===== config.mk =====
export PLATFORM = sky130hd
export DESIGN_NAME = multiCycleControl
export DESIGN_NICKNAME = d
export VERILOG_FILES = /design/src/logic/procCtrlPkg.sv /design/src/logic/controlWordGen.sv /design/src/logic/multiCycleControl.sv /design/src/logic/opcodeDecoder.sv /design/src/logic/stateSequencer.sv
export VERILOG_INCLUDE_DIRS = /design/src /design/src/logic
export SDC_FILE = /design/constraint.sdc
export NUM_CORES = 1
export LEC_CHECK = 0
export BUFFER_PORTS_ARGS = -buffer_cell sky130_fd_sc_hd__buf_4
export CORE_MARGIN = 4
export CORE_UTILIZATION = 33
export CTS_CLUSTER_SIZE = 16
export DETAILED_ROUTE_END_ITERATION = 8
export GPL_TIMING_DRIVEN = 0
export SLEW_MARGIN = 20
export SYNTH_ARGS = -nofsm -noshare
export SYNTH_HDL_FRONTEND = slang
export SYNTH_SLANG_ARGS = --single-unit

===== constraint.sdc =====
create_clock -name clock -period 1.38 [get_ports clock]
set_input_delay 0.069 -clock clock [delete_from_list [all_inputs] [get_ports clock]]
set_output_delay 0.069 -clock clock [all_outputs]
set_load 0.005 [all_outputs]

===== src/logic/ctrl_defines.svh =====
`ifndef CTRL_DEFINES_SVH
`define CTRL_DEFINES_SVH

// --------------------
// field widths
// --------------------
`define INSTR_WIDTH    4    // opcode field of the IR
`define ALU_SEL_WIDTH  3    // alu operation and alu B mux select
`define STATE_WIDTH    5    // room for up to 32 states

// --------------------
// full opcode patterns
// --------------------
`define OP_LOAD   4'b0000
`define OP_STORE  4'b0010
`define OP_ADD    4'b0100
`define OP_SUB    4'b0110
`define OP_NAND   4'b1000
`define OP_BPZ    4'b1101   // branch if not negative
`define OP_BZ     4'b0101   // branch if zero
`define OP_BNZ    4'b1001   // branch if not zero

// shift and ori ignore the top bit which carries an operand
`define OP_SHIFT_LOW  3'b011
`define OP_ORI_LOW    3'b111

`endif


===== src/logic/procCtrlPkg.sv =====
`include "ctrl_defines.svh"

package procCtrlPkg;

	// --------------------
	// sequencer states
	// --------------------
	typedef enum logic [`STATE_WIDTH-1:0]
	{
		resetS,         // idle word entered on reset or bad opcode
		fetchS,         // cycle 1 of every instruction
		decodeS,        // cycle 2 where operands are latched
		aluExecS,       // add sub nand
		regWriteS,      // writeback for alu and shift
		shiftExecS,
		oriLoadS,       // r1 into operand A
		oriExecS,
		oriWriteS,
		loadReadS,      // memory into mdr
		loadWriteS,     // mdr into register file
		storeS,
		branchS         // one state for all three branches
	} ctrlState_t;

	// decoded instruction classes
	typedef enum logic [3:0]
	{
		opLoad,
		opStore,
		opAdd,
		opSub,
		opNand,
		opShift,
		opOri,
		opBpz,
		opBz,
		opBnz,
		opIllegal       // anything the decoder does not know
	} opcode_t;

	// --------------------
	// datapath selects
	// --------------------
	typedef enum logic [`ALU_SEL_WIDTH-1:0]
	{
		aluAdd   = 3'd0,
		aluSub   = 3'd1,
		aluOr    = 3'd2,
		aluNand  = 3'd3,
		aluShift = 3'd4
	} aluOp_t;

	typedef enum logic [`ALU_SEL_WIDTH-1:0]
	{
		bRegB = 3'd0,   // operand B register
		bOne  = 3'd1,   // constant one for pc increment
		bImm4 = 3'd2,   // branch offset
		bImm5 = 3'd3,   // ori immediate
		bImm3 = 3'd4    // shift amount
	} aluBSel_t;

endpackage


===== src/logic/controlWordGen.sv =====
`timescale 1ns/100ps

module controlWordGen
	import procCtrlPkg::*;
(
	input  ctrlState_t state,
	input  opcode_t    curOp,        // opcode latched at decode
	input  logic       flagN,        // negative flag
	input  logic       flagZ,        // zero flag
	output logic       pcWrite,
	output logic       addrSel,      // 1 selects pc as memory address
	output logic       memRead,
	output logic       memWrite,
	output logic       irLoad,
	output logic       opASel,       // 1 steers r1 into operand A
	output logic       mdrLoad,
	output logic       opABLoad,
	output logic       alu1Sel,      // 1 selects operand A over pc
	output logic       aluOutWrite,
	output logic       rfWrite,
	output logic       regIn,        // 1 writes mdr instead of alu out
	output logic       flagWrite,
	output aluBSel_t   alu2Sel,
	output aluOp_t     aluOp
);

	always_comb
	begin
		// --------------------
		// inactive word
		// --------------------
		pcWrite     = 1'b0;
		addrSel     = 1'b0;
		memRead     = 1'b0;
		memWrite    = 1'b0;
		irLoad      = 1'b0;
		opASel      = 1'b0;
		mdrLoad     = 1'b0;
		opABLoad    = 1'b0;
		alu1Sel     = 1'b0;
		aluOutWrite = 1'b0;
		rfWrite     = 1'b0;
		regIn       = 1'b0;
		flagWrite   = 1'b0;
		alu2Sel     = bRegB;
		aluOp       = aluAdd;

		// --------------------
		// per state controls
		// --------------------
		case (state)
			fetchS:
			begin
				pcWrite = 1'b1;                     // pc + 1 back into pc
				addrSel = 1'b1;                     // instruction at pc
				memRead = 1'b1;
				irLoad  = 1'b1;
				alu2Sel = bOne;                     // increment
			end
			decodeS:
			begin
				opABLoad = 1'b1;                    // read both registers
			end
			aluExecS:
			begin
				alu1Sel     = 1'b1;
				aluOutWrite = 1'b1;
				flagWrite   = 1'b1;                 // n and z from result
				case (curOp)
					opSub:   aluOp = aluSub;
					opNand:  aluOp = aluNand;
					default: aluOp = aluAdd;
				endcase
			end
			shiftExecS:
			begin
				alu1Sel     = 1'b1;
				aluOutWrite = 1'b1;
				flagWrite   = 1'b1;
				alu2Sel     = bImm3;                // shift amount from IR
				aluOp       = aluShift;
			end
			regWriteS:
			begin
				rfWrite = 1'b1;                     // alu out into r1
			end
			oriLoadS:
			begin
				opASel   = 1'b1;                    // ori always works on r1
				opABLoad = 1'b1;
			end
			oriExecS:
			begin
				alu1Sel     = 1'b1;
				aluOutWrite = 1'b1;
				flagWrite   = 1'b1;
				alu2Sel     = bImm5;
				aluOp       = aluOr;
			end
			oriWriteS:
			begin
				opASel  = 1'b1;                     // destination is r1
				rfWrite = 1'b1;
			end
			loadReadS:
			begin
				memRead = 1'b1;                     // address from operand B
				mdrLoad = 1'b1;
			end
			loadWriteS:
			begin
				aluOutWrite = 1'b1;
				rfWrite     = 1'b1;
				regIn       = 1'b1;                 // mdr into register
			end
			storeS:
			begin
				memWrite = 1'b1;
			end
			branchS:
			begin
				alu2Sel = bImm4;                    // pc + offset
				case (curOp)
					opBpz:   pcWrite = ~flagN;
					opBz:    pcWrite = flagZ;
					opBnz:   pcWrite = ~flagZ;
					default: pcWrite = 1'b0;
				endcase
			end
			default: ;                              // resetS keeps the idle word
		endcase
	end

endmodule


===== src/logic/multiCycleControl.sv =====
`timescale 1ns/100ps
`include "ctrl_defines.svh"

module multiCycleControl
	import procCtrlPkg::*;
(
	input  logic                    clock,
	input  logic                    reset,
	input  logic [`INSTR_WIDTH-1:0] instr,   // IR opcode field
	input  logic                    flagN,
	input  logic                    flagZ,
	output logic                    pcWrite,
	output logic                    addrSel,
	output logic                    memRead,
	output logic                    memWrite,
	output logic                    irLoad,
	output logic                    opASel,
	output logic                    mdrLoad,
	output logic                    opABLoad,
	output logic                    alu1Sel,
	output logic                    aluOutWrite,
	output logic                    rfWrite,
	output logic                    regIn,
	output logic                    flagWrite,
	output aluBSel_t                alu2Sel,
	output aluOp_t                  aluOp
);

	opcode_t    decodedOp;   // combinational decode of instr
	ctrlState_t state;
	opcode_t    curOp;       // held from decode onward

	// --------------------
	// decode, sequence, drive
	// --------------------
	opcodeDecoder uDecoder
	(
		.instr     (instr),
		.decodedOp (decodedOp)
	);

	stateSequencer uSequencer
	(
		.clock     (clock),
		.reset     (reset),
		.decodedOp (decodedOp),
		.state     (state),
		.curOp     (curOp)
	);

	controlWordGen uControlWord
	(
		.state (state), .curOp (curOp), .flagN (flagN), .flagZ (flagZ),
		.pcWrite (pcWrite), .addrSel (addrSel), .memRead (memRead),
		.memWrite (memWrite), .irLoad (irLoad), .opASel (opASel),
		.mdrLoad (mdrLoad), .opABLoad (opABLoad), .alu1Sel (alu1Sel),
		.aluOutWrite (aluOutWrite), .rfWrite (rfWrite), .regIn (regIn),
		.flagWrite (flagWrite), .alu2Sel (alu2Sel), .aluOp (aluOp)
	);

endmodule


===== src/logic/opcodeDecoder.sv =====
`timescale 1ns/100ps
`include "ctrl_defines.svh"

module opcodeDecoder
	import procCtrlPkg::*;
(
	input  logic [`INSTR_WIDTH-1:0] instr,     // raw IR opcode field
	output opcode_t                 decodedOp  // instruction class
);

	// --------------------
	// priority table
	// --------------------
	always_comb
	begin
		decodedOp = opIllegal;                      // unmatched patterns
		if (instr == `OP_ADD)
			decodedOp = opAdd;
		else if (instr == `OP_SUB)
			decodedOp = opSub;
		else if (instr == `OP_NAND)
			decodedOp = opNand;
		else if (instr[2:0] == `OP_SHIFT_LOW)
			decodedOp = opShift;                    // top bit is shift direction
		else if (instr[2:0] == `OP_ORI_LOW)
			decodedOp = opOri;                      // top bit is part of imm5
		else if (instr == `OP_LOAD)
			decodedOp = opLoad;
		else if (instr == `OP_STORE)
			decodedOp = opStore;
		else if (instr == `OP_BPZ)
			decodedOp = opBpz;
		else if (instr == `OP_BZ)
			decodedOp = opBz;
		else if (instr == `OP_BNZ)
			decodedOp = opBnz;
	end

endmodule


===== src/logic/stateSequencer.sv =====
`timescale 1ns/100ps

module stateSequencer
	import procCtrlPkg::*;
(
	input  logic       clock,
	input  logic       reset,      // async, active high
	input  opcode_t    decodedOp,  // live decode of the IR
	output ctrlState_t state,      // current sequencer state
	output opcode_t    curOp       // opcode held for the execute cycles
);

	ctrlState_t nextState;

	// --------------------
	// successor rules
	// --------------------
	always_comb
	begin
		nextState = resetS;                         // unknown states recover here
		case (state)
			resetS:     nextState = fetchS;
			fetchS:     nextState = decodeS;
			decodeS:
			begin
				case (decodedOp)
					opAdd, opSub, opNand: nextState = aluExecS;
					opShift:              nextState = shiftExecS;
					opOri:                nextState = oriLoadS;
					opLoad:               nextState = loadReadS;
					opStore:              nextState = storeS;
					opBpz, opBz, opBnz:   nextState = branchS;
					default:              nextState = resetS;     // illegal opcode
				endcase
			end
			aluExecS:   nextState = regWriteS;
			shiftExecS: nextState = regWriteS;      // shares the alu writeback
			regWriteS:  nextState = fetchS;
			oriLoadS:   nextState = oriExecS;
			oriExecS:   nextState = oriWriteS;
			oriWriteS:  nextState = fetchS;
			loadReadS:  nextState = loadWriteS;
			loadWriteS: nextState = fetchS;
			storeS:     nextState = fetchS;
			branchS:    nextState = fetchS;
			default:    nextState = resetS;
		endcase
	end

	// --------------------
	// state and opcode registers
	// --------------------
	always_ff @(posedge clock or posedge reset)
	begin
		if (reset)
		begin
			state <= resetS;
			curOp <= opIllegal;
		end
		else
		begin
			state <= nextState;
			if (state == decodeS)
				curOp <= decodedOp;                 // frozen until next decode
		end
	end

endmodule


==> impl_metrics.yaml, run 1 <==
floorplanning:
  die_area_mm2: 0.00324
  die_w_um: 56.9
  initial_core_util_pct: 35.0
  core_area_mm2: 0.00225
  die_h_um: 56.9
  num_io_pins: 27
  rows: 17
final_layout:
  final_nets: 162
  syn2layout_area_growth_pct: 94.9
  fin_cells: 181
  diodes: 0
  drive_gt1_share_pct: 67.3
  n_fill_cell: 173
  seqCellArea_um2: 208
  final_util_pct: 68.3
  multi_input_area_um2: 706
sta:
  maxSlewHeadroom_pct: 71.5
  worstMarginPinSlew_ns: 0.428
  fmax_ghz: 0.599
  worst_slack_ns: -0.290
  setup_viol: 22
  finalMaxSlewViolations: 0
  finClkSkew_ns: 0.00360
  whs_ns: 0.289
  hold_viol: 0
  post-route-period-util_pct: 121
  rsz0062_at_grt: "yes"
  period_needed_ns: 1.67
detailed_routing:
  vias: 937
  routedWlPerCell_um: 15.7
  drt.antenna.violating_nets: 0
  vias_per_cell: 5.18
  drt-total-wl_mm: 2.84
  drt_iter0_markers: 12
  drc_errors: 0
  first_pass_iters: 3
placement:
  portBuffers: 26
  routabilityCongestion: 0.807
  dp_cells: 152
  dp_hpwl_mm: 1.65
clock_network:
  clock_latency_ns: 0.25
  tritoncts: "done"
  clkTransAtPathRegs_ns: 0.06
  clock_path_buffers: 2
  cts_root_buf: "clkbuf_4"
  cts_max_level: 1
  cts-buffers-inserted: 3
  clkSinkCount: 8
setup_path:
  cp.arrival_ns: 1.60
  crit_path_start: "uSequencer.state[3]"
  r2r_slack_ns: -0.08
  worstPathCellList: "or3b_4 -> a21boi_2 -> a221oi_2 -> buf_4"
  cp.required_ns: 1.31
  end_kind: "output pin"
  cp_slowest_cell: "dfrtp_2"
  r2r_start: "uSequencer.state[2]"
  start_kind: "register"
  reg2regPathDepth: 5
  worstSetupPathType: "register to output pin"
  reg2reg_to: "uSequencer.curOp[3]"
  cp_max_fo: 2
  slowest_delay_ns: 0.42
hold_path:
  holdPathEnd: "uSequencer.curOp[1]"
  hp-class: "input pin to register"
  hold_path_depth: 4
  min-delay-start: "instr[3]"
global_routing:
  grt_pass1_vias: 961
  antenna_found_initial: 0
  grt_pass1_wl_mm: 4.34
  gr-total-overflow: 0
  grt_use_total_pct: 17.0
  grt_max_degree: 11
power_and_ir_drop:
  power_density_mw_per_mm2: 2160
  p_leak_nw: 0.661
  vdd_drop_max_uv: 1180
synth:
  synth_cell_types: 44
  avgSynthCellArea_um2: 8.06
  synthesis.area_um2: 790
  yosysWarnings: 0
  netlist_top_cells_area: "dfrtp_1, dfstp_2, nand2b_1"
  ys_seq_area_share_pct: 25.7
  synth_cells: 98
  ys_seq_elements: 8
  synth.largest_area_cell: "dfrtp_1"
  synth_top_area_share_pct: 19.0
  syn_nets: 106
run_status:
  violations: "setup timing"
  status: "finished with violations"
job:
  max_cap_viol_count: 0
==> power by group <==
part | total [mW] | internal (mW) | switching [mW] | leakage [nW]
logic | 2.59 | 1.49 | 1.10 | 0.556
clock network | 0.192 | 0.111 | 0.0816 | 0.0150
registers | 0.547 | 0.380 | 0.168 | 0.0894
total | 3.33 | 1.98 | 1.35 | 0.661
==> stage by stage <==
step / setup TNS, ns / instance area [um^2] / worst slack (ns) / total power [mW]
5_1_grt: -3.72 / 1540 / -0.396 / 3.54
2_1_floorplan: 0 / 790 / 0.0227 / 1.35
6_report: -2.34 / 1540 / -0.290 / 3.33
3_3_place_gp: -0.325 / 1020 / -0.128 / 1.86
3_5_place_dp: -0.390 / 1020 / -0.130 / 1.88
4_1_cts: -3.32 / 1420 / -0.310 / 2.93
==> logic make-up after synthesis <==
kind of cell,after synthesis,share of synthesized area (%)
simple gates,41,33.0
compound gates,29,24.9
buf+inv,15,9.98
flops,8,25.7
mux,4,5.39
xor+xnor,1,1.11
==> metal layers <==
metal | vias to the layer above | share of wire, % | routed length (um) | global-route usage [%]
met1 | 446 | 43 | 1210 | 20.0
met3 | 2 | 3.6 | 102 | 2.30
li1 | 467 | - | - | -
met2 | 22 | 53 | 1500 | 31.2
met4 | 0 | 0.77 | 22 | 5.96
met5 | - | 0 | 0 | 0
==> cells in the mapped netlist <==
cell,n
nor4_1,2
buf_4,3
nor2_1,9
nor2b_1,1
dfstp_2,2
nor3b_1,3
or4b_1,1
o2111ai_1,1
a21o_1,1
nand2_1,4
inv_1,3
dfrtp_1,6
o211ai_1,2
a21oi_1,5
a21boi_1,1
o21bai_1,1
and2_1,2
mux2i_1,2
o31ai_1,1
or3_1,1
buf_6,1
xor2_1,1
o21ai_1,2
and3b_1,1
nand3_1,2
buf_2,3
nor4bb_1,1
o21a_1,3
a311oi_1,1
a22o_1,1
a2bb2oi_1,1
a211oi_1,1
o21ai_0,3
clkbuf_1,5
nand2b_1,6
nor4b_1,2
nor3_1,2
nor4b_4,1
mux2_2,2
o22ai_1,3
a221oi_1,1
and3_1,1
o31a_1,1
or3b_1,2
==> critical path, delay by kind of cell, from the launching register on <==
family | cells | cell delay (ns)
AOI/OAI and AO/OA | 2 | 0.40
buffers and inverters | 1 | 0.15
DFF | 1 | 0.42
and+or+nand+nor | 1 | 0.38
==> state kept, by name (all words and copies together) (netlist names) <==
name / flops
uSequencer.curOp: 4
uSequencer.state: 4
==> final cells by class <==
class	instances	share of cell area [%]
flip-flops and latches	8	13.5
well taps	28	2.28
plain buffers	11	7.48
clock buffers	4	1.71
multi-input cells	75	45.9
repair buffers	52	28.5
inverters	3	0.732
==> what timing repair did <==
action	4_1_cts	5_1_grt
resized for setup	52	21
pin swaps	10	12
hold buffers	1	0
buffers inserted	19	7
setup endpoints to repair	19	26
hold endpoints to repair	6	0
==> how the worst max path moves through the flow <==
stage | endpoint | slack, ns | depth (start not counted)
3_3_place_gp | pcWrite | -0.13 | 5
5_1_grt | pcWrite | -0.40 | 4
4_1_cts | pcWrite | -0.31 | 5
6_report | pcWrite | -0.29 | 4
3_5_place_dp | pcWrite | -0.13 | 5
2_1_floorplan | pcWrite | 0.02 | 4
==> cells in the final DEF, fill, tap and decap left out, types with 2 or more instances in the layout <==
cell type | Yosys | routed
a21oi_1 | 5 | 3
a21oi_2 | 0 | 2
and2_1 | 2 | 2
buf_4 | 3 | 42
buf_6 | 1 | 13
clkbuf_1 | 5 | 4
clkbuf_16 | 0 | 2
clkbuf_4 | 0 | 3
dfrtp_1 | 6 | 2
dfrtp_2 | 0 | 4
dfstp_2 | 2 | 2
inv_1 | 3 | 2
mux2i_1 | 2 | 2
nand2_1 | 4 | 2
nand2b_1 | 6 | 3
nand2b_4 | 0 | 2
nand3_1 | 2 | 2
nor2_1 | 9 | 2
nor2_2 | 0 | 3
nor2_4 | 0 | 4
nor3b_2 | 0 | 2
nor4b_4 | 1 | 2
o211ai_1 | 2 | 2
o21a_1 | 3 | 3
o21ai_0 | 3 | 2
o21ai_1 | 2 | 3
o22ai_2 | 0 | 2
No activity file was read; power rests on OpenSTA's default activity.
==> run 2, diff against run 1 <==
CTS_BUF_LIST = sky130_fd_sc_hd__clkbuf_4 sky130_fd_sc_hd__clkbuf_8   (was unset)
==> impl_metrics.yaml, run 2 (synthesis results as in run 1) <==
run_status:
  status: "finished with violations"
  violations: "setup timing"
detailed_routing:
  vias_per_cell: 5.17
  vias: 935
  drt_iter0_markers: 13
  routedWlPerCell_um: 15.7
  first_pass_iters: 3
  drc_errors: 0
  drt.antenna.violating_nets: 0
  drt-total-wl_mm: 2.84
setup_path:
  cp.arrival_ns: 1.60
  end_kind: "output pin"
  worstPathCellList: "or3b_4 -> a21boi_2 -> a221oi_2 -> buf_4"
  cp_max_fo: 2
  start_kind: "register"
  cp_slowest_cell: "dfrtp_2"
  cp.required_ns: 1.31
  worstSetupPathType: "register to output pin"
  slowest_delay_ns: 0.42
clock_network:
  clock_latency_ns: 0.25
  tritoncts: "done"
  cts_max_level: 1
  clkTransAtPathRegs_ns: 0.06
  cts-buffers-inserted: 3
  cts_root_buf: "clkbuf_4"
  clkSinkCount: 8
  clock_path_buffers: 2
global_routing:
  grt_pass1_vias: 962
  grt.met3_usage_pct: 2.30
  gr-total-overflow: 0
  grt_pass1_wl_mm: 4.33
  grt_use_total_pct: 17.0
  grt_use_met2_pct: 31.2
  use_met1_pct: 19.8
  grt_busiest_layer: "met2"
  antenna_found_initial: 0
  grt_max_degree: 11
final_layout:
  final_common_cell: "buf_4"
  drive_gt1_share_pct: 68.0
  fin_cells: 181
  final_nets: 162
  syn2layout_area_growth_pct: 95.4
  reg.largest.list: "uSequencer.curOp (4), uSequencer.state (4)"
  diodes: 0
  layout_common_cells: "buf_4, buf_6, nor2_4, clkbuf_4, dfrtp_2"
sta:
  maxSlewHeadroom_pct: 71.5
  worstMarginPinSlew_ns: 0.428
  setup_viol: 22
  post-route-period-util_pct: 121
  rsz0062_at_grt: "yes"
  whs_ns: 0.289
  fmax_ghz: 0.600
  period_needed_ns: 1.67
  hold_viol: 0
  finalMaxSlewViolations: 0
  finClkSkew_ns: 0.00148
  worst_slack_ns: -0.287
placement:
  routabilityCongestion: 0.807
  dp_hpwl_mm: 1.65
  dp_cells: 152
  portBuffers: 26
power_and_ir_drop:
  pwr-share-comb_pct: 77.4
  p_sw_share_pct: 40.2
  internal-power_mw: 2.00
  seqPwrFrac_pct: 16.3
  switchingPower_mw: 1.35
  vdd_drop_max_uv: 1250
  p_clk_share_pct: 6.3
  p_leak_nw: 0.664
  power_density_mw_per_mm2: 2170
floorplanning:
  core_area_mm2: 0.00225
  die_w_um: 56.9
  rows: 17
  die_area_mm2: 0.00324
  num_io_pins: 27
  die_h_um: 56.9
  initial_core_util_pct: 35.0
job:
  max_cap_viol_count: 0
hold_path:
  hp-class: "input pin to register"
## run 2: routing by layer
| layer | part of all wire (%) | wire, um |
|---|---|---|
| met1 | 43 | 1210 |
| met2 | 53 | 1500 |
| met3 | 3.6 | 101 |
| met4 | 0.78 | 22 |
| met5 | 0 | 0 |
## run 2: worst paths after layout
check | from | end | slack (ns) | cells after the start
hold / removal | instr[3] | uSequencer.curOp[1] | 0.29 | 4
max in group asynchronous | reset | uSequencer.curOp[3] | 0.78 | 3
setup reg to reg | uSequencer.state[2] | uSequencer.curOp[3] | -0.08 | 5
hold reg to reg | uSequencer.curOp[1] | uSequencer.curOp[1] | 0.58 | 1
min in group asynchronous | reset | uSequencer.state[2] | 0.32 | 3
setup / recovery | uSequencer.state[3] | pcWrite | -0.29 | 4
## run 2: what timing repair did
item                                    in CTS  in global routing
endpoints found under the setup margin      19                 26
hold buffers                                 1                  0
hold endpoints to repair                     6                  0
pin swaps                                   10                 12
setup buffers                               19                  7
gates resized for setup                     52                 21
## run 2: cell type report
type	instances	area (um^2)
repair buffers	52	438
multi-input cells	75	706
flip-flops and latches	8	208
plain buffers	11	115
fillers	171	712
clock buffers	4	30.0
well taps	28	35.0
inverters	3	11.3
## run 2: critical path, delay by kind of cell (launching register included)
kind	cells	cell delay, ns
flops	1	0.42
buf+inv	1	0.15
simple gates	1	0.38
compound gates	2	0.40
## run 2: metrics by stage
step | setup WS [ns] | power, mW | TNS [ns] | area, um^2 | util (%)
global placement | -0.128 | 1.86 | -0.325 | 1020 | 45.2
CTS | -0.310 | 2.94 | -3.32 | 1430 | 63.3
global route | -0.396 | 3.55 | -3.62 | 1540 | 68.4
floorplan | 0.0227 | 1.35 | 0 | 790 | -
detailed placement | -0.130 | 1.88 | -0.390 | 1020 | 45.2
finish | -0.287 | 3.35 | -2.28 | 1540 | 68.4
## run 2: power groups by stage
| stage | logic, mW | clock network (mW) | registers (mW) |
|---|---|---|---|
| after floorplan | 0.859 | 0 | 0.486 |
| after global placement | 1.35 | 0 | 0.519 |
| after detailed placement | 1.35 | 0 | 0.529 |
| after CTS | 2.21 | 0.211 | 0.528 |
| after global routing | 2.76 | 0.230 | 0.563 |
| final | 2.59 | 0.210 | 0.547 |
